$ cat src/hdl/ctrl_pkg.sv
package ctrl_pkg;

	typedef enum logic [1:0] {
		KEY_OFF      = 2'd0,
		KEY_STRAIGHT = 2'd1,
		KEY_IAMBIC   = 2'd2
	} keyer_mode_e;

	typedef struct packed {
		logic [20:0] pad;     // reserved, written as zero.
		logic [7:0]  unit_ms; // dot length in ms, 0 acts as 1.
		logic        swap;    // exchange dot and dash paddles.
		keyer_mode_e mode;
	} keyer_cfg_t;

	typedef struct packed {
		logic [22:0] pad;        // reserved, written as zero.
		logic [7:0]  hang_ms;    // transmit hold after keyup.
		logic        ptt_enable; // ring acts as ptt in straight mode.
	} tx_cfg_t;

	// one command word, viewed by address
	typedef union packed {
		keyer_cfg_t keyer;
		tx_cfg_t    tx;
	} cmd_word_u;

	typedef struct packed {
		logic [4:0] rsvd_hi;
		logic       cw_key;    // debounced tip contact.
		logic       rsvd_lo;
		logic       ptt_state; // cw_on or external ptt.
	} resp_t;

	localparam logic [5:0] ADDR_KEYER = 6'h0F;
	localparam logic [5:0] ADDR_TX    = 6'h10;

	localparam keyer_cfg_t KEYER_CFG_RST = '{
		pad:     21'd0,
		unit_ms: 8'd10,
		swap:    1'b0,
		mode:    KEY_OFF
	};

	localparam tx_cfg_t TX_CFG_RST = '{
		pad:        23'd0,
		hang_ms:    8'd0,
		ptt_enable: 1'b0
	};

endpackage

$ cat src/hdl/tick_gen.sv
module tick_gen #(
	parameter int QMS_DIV = 2500
) (
	input  logic clk,
	input  logic rst_n,
	output logic qmsec_pulse,
	output logic msec_pulse
);

	localparam int CNT_W = (QMS_DIV > 1) ? $clog2(QMS_DIV) : 1;
	localparam logic [CNT_W-1:0] RELOAD = CNT_W'(QMS_DIV - 1);

	logic [CNT_W-1:0] div_cnt;
	logic [1:0]       quarter_cnt;
	logic             div_zero;

	assign div_zero = (div_cnt == '0); // end of one quarter ms.

	always_ff @(posedge clk) begin
		if (!rst_n) begin
			div_cnt     <= RELOAD;
			quarter_cnt <= 2'd0;
			qmsec_pulse <= 1'b0;
			msec_pulse  <= 1'b0;
		end else begin
			qmsec_pulse <= div_zero;
			msec_pulse  <= div_zero && (quarter_cnt == 2'd3); // every fourth quarter.
			if (div_zero) begin
				div_cnt     <= RELOAD;
				quarter_cnt <= quarter_cnt + 2'd1;
			end else begin
				div_cnt <= div_cnt - 1'b1;
			end
		end
	end

	// the ms strobe must always line up with a quarter strobe
	a_msec_on_qmsec: assert property (
		@(posedge clk) disable iff (!rst_n)
		msec_pulse |-> qmsec_pulse
	);

endmodule

$ cat src/hdl/debounce.sv
module debounce #(
	parameter int DEB_MS = 3
) (
	input  logic clk,
	input  logic rst_n,
	input  logic msec_pulse,
	input  logic pb,
	output logic clean_pb
);

	localparam int CNT_W = $clog2(DEB_MS + 1);
	localparam logic [CNT_W-1:0] CNT_MAX = CNT_W'(DEB_MS);

	logic [1:0]       pb_sync; // contact is asynchronous to clk.
	logic             sample;
	logic [CNT_W-1:0] agree_cnt;
	logic [CNT_W-1:0] agree_next;

	always_ff @(posedge clk) begin
		pb_sync <= {pb_sync[0], pb};
	end

	// a changed sample restarts the run at one
	always_comb begin
		if (pb_sync[1] != sample)
			agree_next = CNT_W'(1);
		else if (agree_cnt != CNT_MAX)
			agree_next = agree_cnt + 1'b1;
		else
			agree_next = agree_cnt;
	end

	always_ff @(posedge clk) begin
		if (!rst_n) begin
			sample    <= 1'b0;
			agree_cnt <= '0;
			clean_pb  <= 1'b0; // key up.
		end else if (msec_pulse) begin
			sample    <= pb_sync[1];
			agree_cnt <= agree_next;
			if (agree_next == CNT_MAX)
				clean_pb <= pb_sync[1];
		end
	end

endmodule

$ cat src/hdl/cmd_regs.sv
module cmd_regs import ctrl_pkg::*; (
	input  logic       clk,
	input  logic       rst_n,
	input  logic       cmd_rqst,
	input  logic [5:0] cmd_addr,
	input  cmd_word_u  cmd_data,
	output keyer_cfg_t keyer_cfg,
	output tx_cfg_t    tx_cfg
);

	logic wr_keyer;
	logic wr_tx;

	assign wr_keyer = cmd_rqst && (cmd_addr == ADDR_KEYER);
	assign wr_tx    = cmd_rqst && (cmd_addr == ADDR_TX);

	always_ff @(posedge clk) begin
		if (!rst_n) begin
			keyer_cfg <= KEYER_CFG_RST;
		end else if (wr_keyer) begin
			keyer_cfg <= cmd_data.keyer; // keyer view of the word.
		end
	end

	always_ff @(posedge clk) begin
		if (!rst_n) begin
			tx_cfg <= TX_CFG_RST;
		end else if (wr_tx) begin
			tx_cfg <= cmd_data.tx; // transmit view of the word.
		end
	end

	// a strobed write needs a resolved address
	a_addr_known: assert property (
		@(posedge clk) disable iff (!rst_n)
		cmd_rqst |-> !$isunknown(cmd_addr)
	);

endmodule

$ cat src/hdl/iambic_keyer.sv
module iambic_keyer import ctrl_pkg::*; (
	input  logic       clk,
	input  logic       rst_n,
	input  logic       msec_pulse,
	input  logic       dot_key,
	input  logic       dash_key,
	input  keyer_cfg_t keyer_cfg,
	output logic       cw_keydown
);

	typedef enum logic [1:0] {
		S_IDLE,
		S_DOT,
		S_DASH,
		S_GAP
	} state_e;

	state_e     state;
	logic [9:0] elem_cnt;  // msec pulses left in element or gap.
	logic       last_dash; // element just sent was a dash.
	logic       alt_mem;   // opposite paddle seen during element.
	logic       dot_in;
	logic       dash_in;
	logic       alt_in;
	logic       same_in;
	logic [9:0] unit_len;
	logic [9:0] dash_len;
	logic       start_req;
	logic       start_dash;
	logic       cnt_done;

	assign dot_in  = keyer_cfg.swap ? dash_key : dot_key;
	assign dash_in = keyer_cfg.swap ? dot_key : dash_key;
	assign alt_in  = last_dash ? dot_in : dash_in;
	assign same_in = last_dash ? dash_in : dot_in;

	assign unit_len = (keyer_cfg.unit_ms == 8'd0) ? 10'd1 : {2'b00, keyer_cfg.unit_ms};
	assign dash_len = unit_len + {unit_len[8:0], 1'b0}; // three units.
	assign cnt_done = msec_pulse && (elem_cnt == 10'd1);

	// next element choice, from idle or at the end of a gap
	always_comb begin
		if (state == S_IDLE) begin
			start_req  = dot_in || dash_in;
			start_dash = !dot_in;
		end else begin
			start_req  = alt_mem || alt_in || same_in;
			start_dash = (alt_mem || alt_in) ? !last_dash : last_dash; // squeeze alternates.
		end
	end

	always_ff @(posedge clk) begin
		if (!rst_n) begin
			state      <= S_IDLE;
			elem_cnt   <= 10'd0;
			last_dash  <= 1'b0;
			alt_mem    <= 1'b0;
			cw_keydown <= 1'b0;
		end else if (keyer_cfg.mode != KEY_IAMBIC) begin
			state      <= S_IDLE;
			alt_mem    <= 1'b0;
			cw_keydown <= (keyer_cfg.mode == KEY_STRAIGHT) && dot_key; // tip only.
		end else begin
			case (state)
				S_IDLE: begin
					if (start_req) begin
						state      <= start_dash ? S_DASH : S_DOT;
						elem_cnt   <= start_dash ? dash_len : unit_len;
						last_dash  <= start_dash;
						cw_keydown <= 1'b1;
					end
				end
				S_DOT, S_DASH: begin
					alt_mem <= alt_mem || alt_in;
					if (cnt_done) begin
						state      <= S_GAP;
						elem_cnt   <= unit_len;
						cw_keydown <= 1'b0;
					end else if (msec_pulse) begin
						elem_cnt <= elem_cnt - 10'd1;
					end
				end
				S_GAP: begin
					alt_mem <= alt_mem || alt_in;
					if (cnt_done) begin
						alt_mem <= 1'b0;
						if (start_req) begin
							state      <= start_dash ? S_DASH : S_DOT;
							elem_cnt   <= start_dash ? dash_len : unit_len;
							last_dash  <= start_dash;
							cw_keydown <= 1'b1;
						end else begin
							state <= S_IDLE;
						end
					end else if (msec_pulse) begin
						elem_cnt <= elem_cnt - 10'd1;
					end
				end
				default: state <= S_IDLE;
			endcase
		end
	end

	// keyer silent once the off mode has been registered
	a_off_silent: assert property (
		@(posedge clk) disable iff (!rst_n)
		(keyer_cfg.mode == KEY_OFF) |=> !cw_keydown
	);

endmodule

$ cat src/hdl/tx_control.sv
module tx_control import ctrl_pkg::*; (
	input  logic       clk,
	input  logic       rst_n,
	input  logic       run,
	input  logic       tx_on,
	input  logic       cw_on,
	input  logic       cw_keydown,
	input  logic       cw_key,
	input  logic       ring_key,
	input  logic       msec_pulse,
	input  keyer_cfg_t keyer_cfg,
	input  tx_cfg_t    tx_cfg,
	output logic       pa_exttr,
	output resp_t      resp
);

	logic       ext_ptt;
	logic       keydown_q;
	logic       keyup;
	logic [7:0] hang_cnt;
	logic       hang_active;
	logic       tx_req;
	resp_t      resp_next;

	assign ext_ptt = ring_key && tx_cfg.ptt_enable && (keyer_cfg.mode == KEY_STRAIGHT);
	assign keyup   = keydown_q && !cw_keydown;

	// covers the keyup cycle itself, before the timer is loaded
	assign hang_active = (hang_cnt != 8'd0) || (keyup && (tx_cfg.hang_ms != 8'd0));
	assign tx_req      = tx_on || ext_ptt || cw_keydown || hang_active;

	always_comb begin
		resp_next           = '0;
		resp_next.cw_key    = cw_key;
		resp_next.ptt_state = cw_on || ext_ptt;
	end

	always_ff @(posedge clk) begin
		if (!rst_n) begin
			keydown_q <= 1'b0;
			hang_cnt  <= 8'd0;
		end else begin
			keydown_q <= cw_keydown;
			if (keyup)
				hang_cnt <= tx_cfg.hang_ms; // restart on every keyup.
			else if (msec_pulse && (hang_cnt != 8'd0))
				hang_cnt <= hang_cnt - 8'd1;
		end
	end

	always_ff @(posedge clk) begin
		if (!rst_n) begin
			pa_exttr <= 1'b0;
			resp     <= '0;
		end else begin
			pa_exttr <= run && tx_req;
			resp     <= resp_next;
		end
	end

	// the pa must drop one cycle after run goes away
	a_run_gates_pa: assert property (
		@(posedge clk) disable iff (!rst_n)
		!run |=> !pa_exttr
	);

endmodule

$ cat src/hdl/control.sv
module control import ctrl_pkg::*; #(
	parameter int QMS_DIV = 2500,
	parameter int DEB_MS  = 3
) (
	input  logic        clk,
	input  logic        rst_n,
	input  logic        run,
	input  logic        cmd_rqst,
	input  logic [5:0]  cmd_addr,
	input  logic [31:0] cmd_data,
	input  logic        tx_on,
	input  logic        cw_on,
	input  logic        io_phone_tip,  // active low.
	input  logic        io_phone_ring, // active low.
	output logic        cw_keydown,
	output logic        msec_pulse,
	output logic        qmsec_pulse,
	output logic        pa_exttr,
	output logic [7:0]  resp
);

	keyer_cfg_t keyer_cfg;
	tx_cfg_t    tx_cfg;
	logic       cw_key;
	logic       ring_key;

	tick_gen #(.QMS_DIV(QMS_DIV)) tick_gen0 (
		.clk         (clk),
		.rst_n       (rst_n),
		.qmsec_pulse (qmsec_pulse),
		.msec_pulse  (msec_pulse)
	);

	debounce #(.DEB_MS(DEB_MS)) de_phone_tip (
		.clk        (clk),
		.rst_n      (rst_n),
		.msec_pulse (msec_pulse),
		.pb         (~io_phone_tip),
		.clean_pb   (cw_key)
	);

	debounce #(.DEB_MS(DEB_MS)) de_phone_ring (
		.clk        (clk),
		.rst_n      (rst_n),
		.msec_pulse (msec_pulse),
		.pb         (~io_phone_ring),
		.clean_pb   (ring_key)
	);

	cmd_regs cmd_regs0 (
		.clk       (clk),
		.rst_n     (rst_n),
		.cmd_rqst  (cmd_rqst),
		.cmd_addr  (cmd_addr),
		.cmd_data  (cmd_data),
		.keyer_cfg (keyer_cfg),
		.tx_cfg    (tx_cfg)
	);

	iambic_keyer iambic_keyer0 (
		.clk        (clk),
		.rst_n      (rst_n),
		.msec_pulse (msec_pulse),
		.dot_key    (cw_key),   // tip is the dot paddle.
		.dash_key   (ring_key), // ring is the dash paddle.
		.keyer_cfg  (keyer_cfg),
		.cw_keydown (cw_keydown)
	);

	tx_control tx_control0 (
		.clk        (clk),
		.rst_n      (rst_n),
		.run        (run),
		.tx_on      (tx_on),
		.cw_on      (cw_on),
		.cw_keydown (cw_keydown),
		.cw_key     (cw_key),
		.ring_key   (ring_key),
		.msec_pulse (msec_pulse),
		.keyer_cfg  (keyer_cfg),
		.tx_cfg     (tx_cfg),
		.pa_exttr   (pa_exttr),
		.resp       (resp)
	);

endmodule

$ cat config.mk
export PLATFORM = sky130hd
export DESIGN_NAME = control
export DESIGN_NICKNAME = d
export VERILOG_FILES = /design/src/hdl/ctrl_pkg.sv /design/src/hdl/tick_gen.sv /design/src/hdl/debounce.sv /design/src/hdl/cmd_regs.sv /design/src/hdl/iambic_keyer.sv /design/src/hdl/tx_control.sv /design/src/hdl/control.sv
export SDC_FILE = /design/constraint.sdc
export NUM_CORES = 1
export LEC_CHECK = 0
export BUFFER_PORTS_ARGS = -buffer_cell sky130_fd_sc_hd__buf_2
export CORE_ASPECT_RATIO = 0.5
export CORE_MARGIN = 3
export CORE_UTILIZATION = 58
export CTS_CLUSTER_DIAMETER = 150
export DETAILED_ROUTE_END_ITERATION = 8
export PLACE_DENSITY = 0.89
export SYNTH_ARGS = -nofsm -noshare
export SYNTH_HDL_FRONTEND = slang
export SYNTH_SLANG_ARGS = --single-unit
$ cat constraint.sdc
create_clock -name clk -period 3.6 [get_ports clk]
set_input_delay 0.54 -clock clk [delete_from_list [all_inputs] [get_ports clk]]
set_output_delay 0.54 -clock clk [all_outputs]
set_load 0.05 [all_outputs]
==> metrics.yaml <==
status:
  run_status: "finished, final reports clean"
cells_and_area:
  drive_above_1_share_pct: 12.1
  area_growth_pct: 9.41
  num_antenna_cells: 0
  fin_nets: 590
  fillers: 535
setup_path:
  crit_type: "flop to flop"
  path_cells: "inv_1, ha_1, nand4b_1, or2_2, and2_1, ha_1, nor3_1, a211oi_1, a31oi_1, xnor2_1, o311a_1, nor3_1"
  slowest_stage: "dfxtp_1"
  arrival_ps: 3220
  slowest_delay_ps: 400
  cp-end-kind: "flop"
  cp.required_ps: 3870
  path_max_fanout: 11
  crit_path_start_kind: "flop"
timing:
  rsz0062_at_grt: "no"
  worst_pin_slew_ps: 1140
  fin_crit_sh_pct: 81.9
  max_slew_margin_pct: 23.5
  tns_ps: 0
  holdWs_ps: 326
  hold_violations: 0
  finalCriticalPeriod_ps: 2950
  skew_ps: 6.48
  setup_viol: 0
  fmax_mhz: 339
  drv_slew: 0
power:
  ir_worst_vdd_uv: 397
  seq_power_share_pct: 47.2
  switching_power_mw: 0.438
  p_comb_share_pct: 4.5
  p_sw_share_pct: 24.4
  leakage_nw: 1.90
  powerDensity_nw_per_um2: 380
  p_int_mw: 1.36
  power.share.clock_pct: 48.3
yosys:
  ys_types: 67
  yosys.area.top_type: "dfxtp_1"
  synth_seq_cells: 75
  yosys_warnings: 0
  synth_edf_count: 0
  synthCells: 514
  synth_common_cells: "dfxtp_1, nor2_1, a21oi_1, nand2_1, mux2i_1"
  ys.flop_type: "dfxtp_1"
  syn_area_sq_um: 4320
  async_flop_share_pct: 0
  synth.avg_cell_area_sq_um: 8.40
  ys_seq_area_share_pct: 34.8
  synth_most_common_cell: "dfxtp_1"
  synthTopCellsByArea: "dfxtp_1, mux2i_1, ha_1, nor2_1, a21oi_1"
  yosys.area.top_type_share_pct: 34.8
clock_network:
  cts_setup_buffers: 0
  cts.htree.levels: 3
  cts.repair.resized: 0
  cts_made_buffers: 9
  root_buffer: "clkbuf_16"
  clkSinkCount: 75
  clk-insertion-delay-late_ps: 340
  holdBufCountCts: 0
  cts_tree: "built"
  clockBufferDepth: 2
  cts.clk_slew.worst_paths_ps: 60
routing:
  post_drt_wl_per_cell_um: 16.4
  drt_iter0_markers: 331
  ant_nets: 0
  firstDrtPassIters: 5
  totalWireLength_um: 10200
  vias: 3856
  viasPerCell: 6.20
  drc: 0
global_routing:
  grt_pass1_wl_um: 17100
  grtUsageTotal_pct: 25.2
  gr-total-overflow: 0
  grt_start_max_net_pins: 38
  grt_pass1_vias: 3560
  grt_antenna_before_repair: 0
floorplanning:
  die_area_sq_um: 8580
  pin_count: 58
  start_util_pct: 62.3
  fp.coreArea_sq_um: 6940
  rows: 21
  die_h_um: 67.0
  chipWidth_um: 128
place:
  port_buffers: 30
  place.gp.congestion: 0.919
  dp_hpwl_um: 6980
flow_run:
  maxCapViolCount: 0
worst_hold_path:
  hp-class: "flop to flop"
## critical path, delay by kind of cell, from the launching register on
family | cells | cell delay [ps]
simple gates | 5 | 920
compound gates | 3 | 840
fa+ha+maj | 2 | 470
flops | 1 | 400
xor+xnor | 1 | 140
buf+inv | 1 | 90
## per-stage QoR
| stage | util, % | area, sq um | instances | worst slack, ps | power, mW |
|---|---|---|---|---|---|
| after CTS | 68.1 | 4730 | 622 | 676 | 1.81 |
| after global placement | 64.0 | 4440 | 606 | 758 | 0.944 |
| after detailed placement | 64.0 | 4440 | 606 | 712 | 0.946 |
| final | 68.1 | 4730 | 622 | 650 | 1.80 |
| after global routing | 68.1 | 4730 | 622 | 412 | 1.85 |
| after floorplan | - | 4340 | 519 | 804 | 0.924 |
## final timing paths
path | startpoint | endpoint | slack [ps] | cells after the start
worst max-delay path | cmd_regs0.keyer_cfg[5]$_SDFFE_PN0P_ | iambic_keyer0.elem_cnt[8]$_SDFFE_PN0P_ | 650 | 12
worst min-delay path | de_phone_tip.pb_sync[0]$_DFF_P_ | de_phone_tip.pb_sync[1]$_DFF_P_ | 330 | 0
worst max register to register | cmd_regs0.keyer_cfg[5]$_SDFFE_PN0P_ | iambic_keyer0.elem_cnt[8]$_SDFFE_PN0P_ | 650 | 12
worst min register to register | de_phone_tip.pb_sync[0]$_DFF_P_ | de_phone_tip.pb_sync[1]$_DFF_P_ | 330 | 0
## power groups by stage
stage / Sequential (mW) / Clock [mW] / Combinational (mW)
2_1_floorplan: 0.868 / 0 / 0.0557
3_3_place_gp: 0.866 / 0 / 0.0778
3_5_place_dp: 0.867 / 0 / 0.0792
4_1_cts: 0.848 / 0.876 / 0.0806
5_1_grt: 0.849 / 0.908 / 0.0898
6_report: 0.848 / 0.867 / 0.0817
## area by class of cell
cell class / instances / area (sq um) / area share [%]
multi-input cells: 382 / 2560 / 54.2
flip-flops and latches: 75 / 1500 / 31.8
inverters: 24 / 90.1 / 1.91
repair buffers: 33 / 173 / 3.65
clock buffers: 10 / 239 / 5.06
clock inverters: 6 / 46.3 / 0.980
well taps: 92 / 115 / 2.44
## cell usage in the layout (no fill, tap or decap), types with 3 or more instances in the layout
| cell type | netlist | layout |
|---|---|---|
| nor4_1 | 5 | 5 |
| mux2i_1 | 26 | 26 |
| buf_2 | 5 | 30 |
| a31oi_1 | 9 | 9 |
| o21ai_0 | 25 | 25 |
| buf_4 | 7 | 3 |
| o22ai_1 | 5 | 5 |
| nand3b_1 | 4 | 4 |
| a21oi_1 | 33 | 33 |
| conb_1 | 1 | 6 |
| clkbuf_16 | 0 | 9 |
| nand2_1 | 33 | 33 |
| nor2_1 | 56 | 56 |
| xnor2_1 | 17 | 17 |
| dfxtp_1 | 75 | 75 |
| nand2b_1 | 8 | 8 |
| and3_1 | 6 | 6 |
| ha_1 | 19 | 19 |
| nor2b_1 | 5 | 5 |
| a22oi_1 | 3 | 3 |
| inv_1 | 24 | 24 |
| nor3_1 | 16 | 16 |
| a211oi_1 | 10 | 10 |
| and2_1 | 8 | 8 |
| o31ai_1 | 4 | 4 |
| a41oi_1 | 4 | 4 |
| o211ai_1 | 4 | 4 |
| xor2_1 | 14 | 14 |
| nor4b_1 | 4 | 4 |
| nand3_1 | 8 | 8 |
## state kept, by name, indices dropped and copies added, names as in the netlist, 2 cells and up
signal	count
tick_gen0.div_cnt	12
cmd_regs0.keyer_cfg	11
iambic_keyer0.elem_cnt	10
cmd_regs0.tx_cfg	9
tx_control0.hang_cnt	8
de_phone_ring.agree_cnt	2
de_phone_ring.pb_sync	2
de_phone_tip.agree_cnt	2
de_phone_tip.pb_sync	2
iambic_keyer0.state	2
tick_gen0.quarter_cnt	2
tx_control0.resp	2
## per-layer routing
metal	GRT usage [%]	part of all wire, %	vias up
li1	-	-	1848
met1	30.5	43	1797
met2	43.2	46	187
met3	8.33	8.9	24
met4	7.14	1.4	0
met5	0	0	-
## logic make-up after synthesis
group	share of synthesized area, %
AND/OR/NAND/NOR	21.6
AO/OA/AOI/OAI	18.7
flip-flops	34.8
buffers and inverters	6.49
XOR/XNOR	6.29
multiplexers	6.55
adder cells (fa/ha/maj)	5.50
other	0.0868
(Power assumes the default switching activity.)
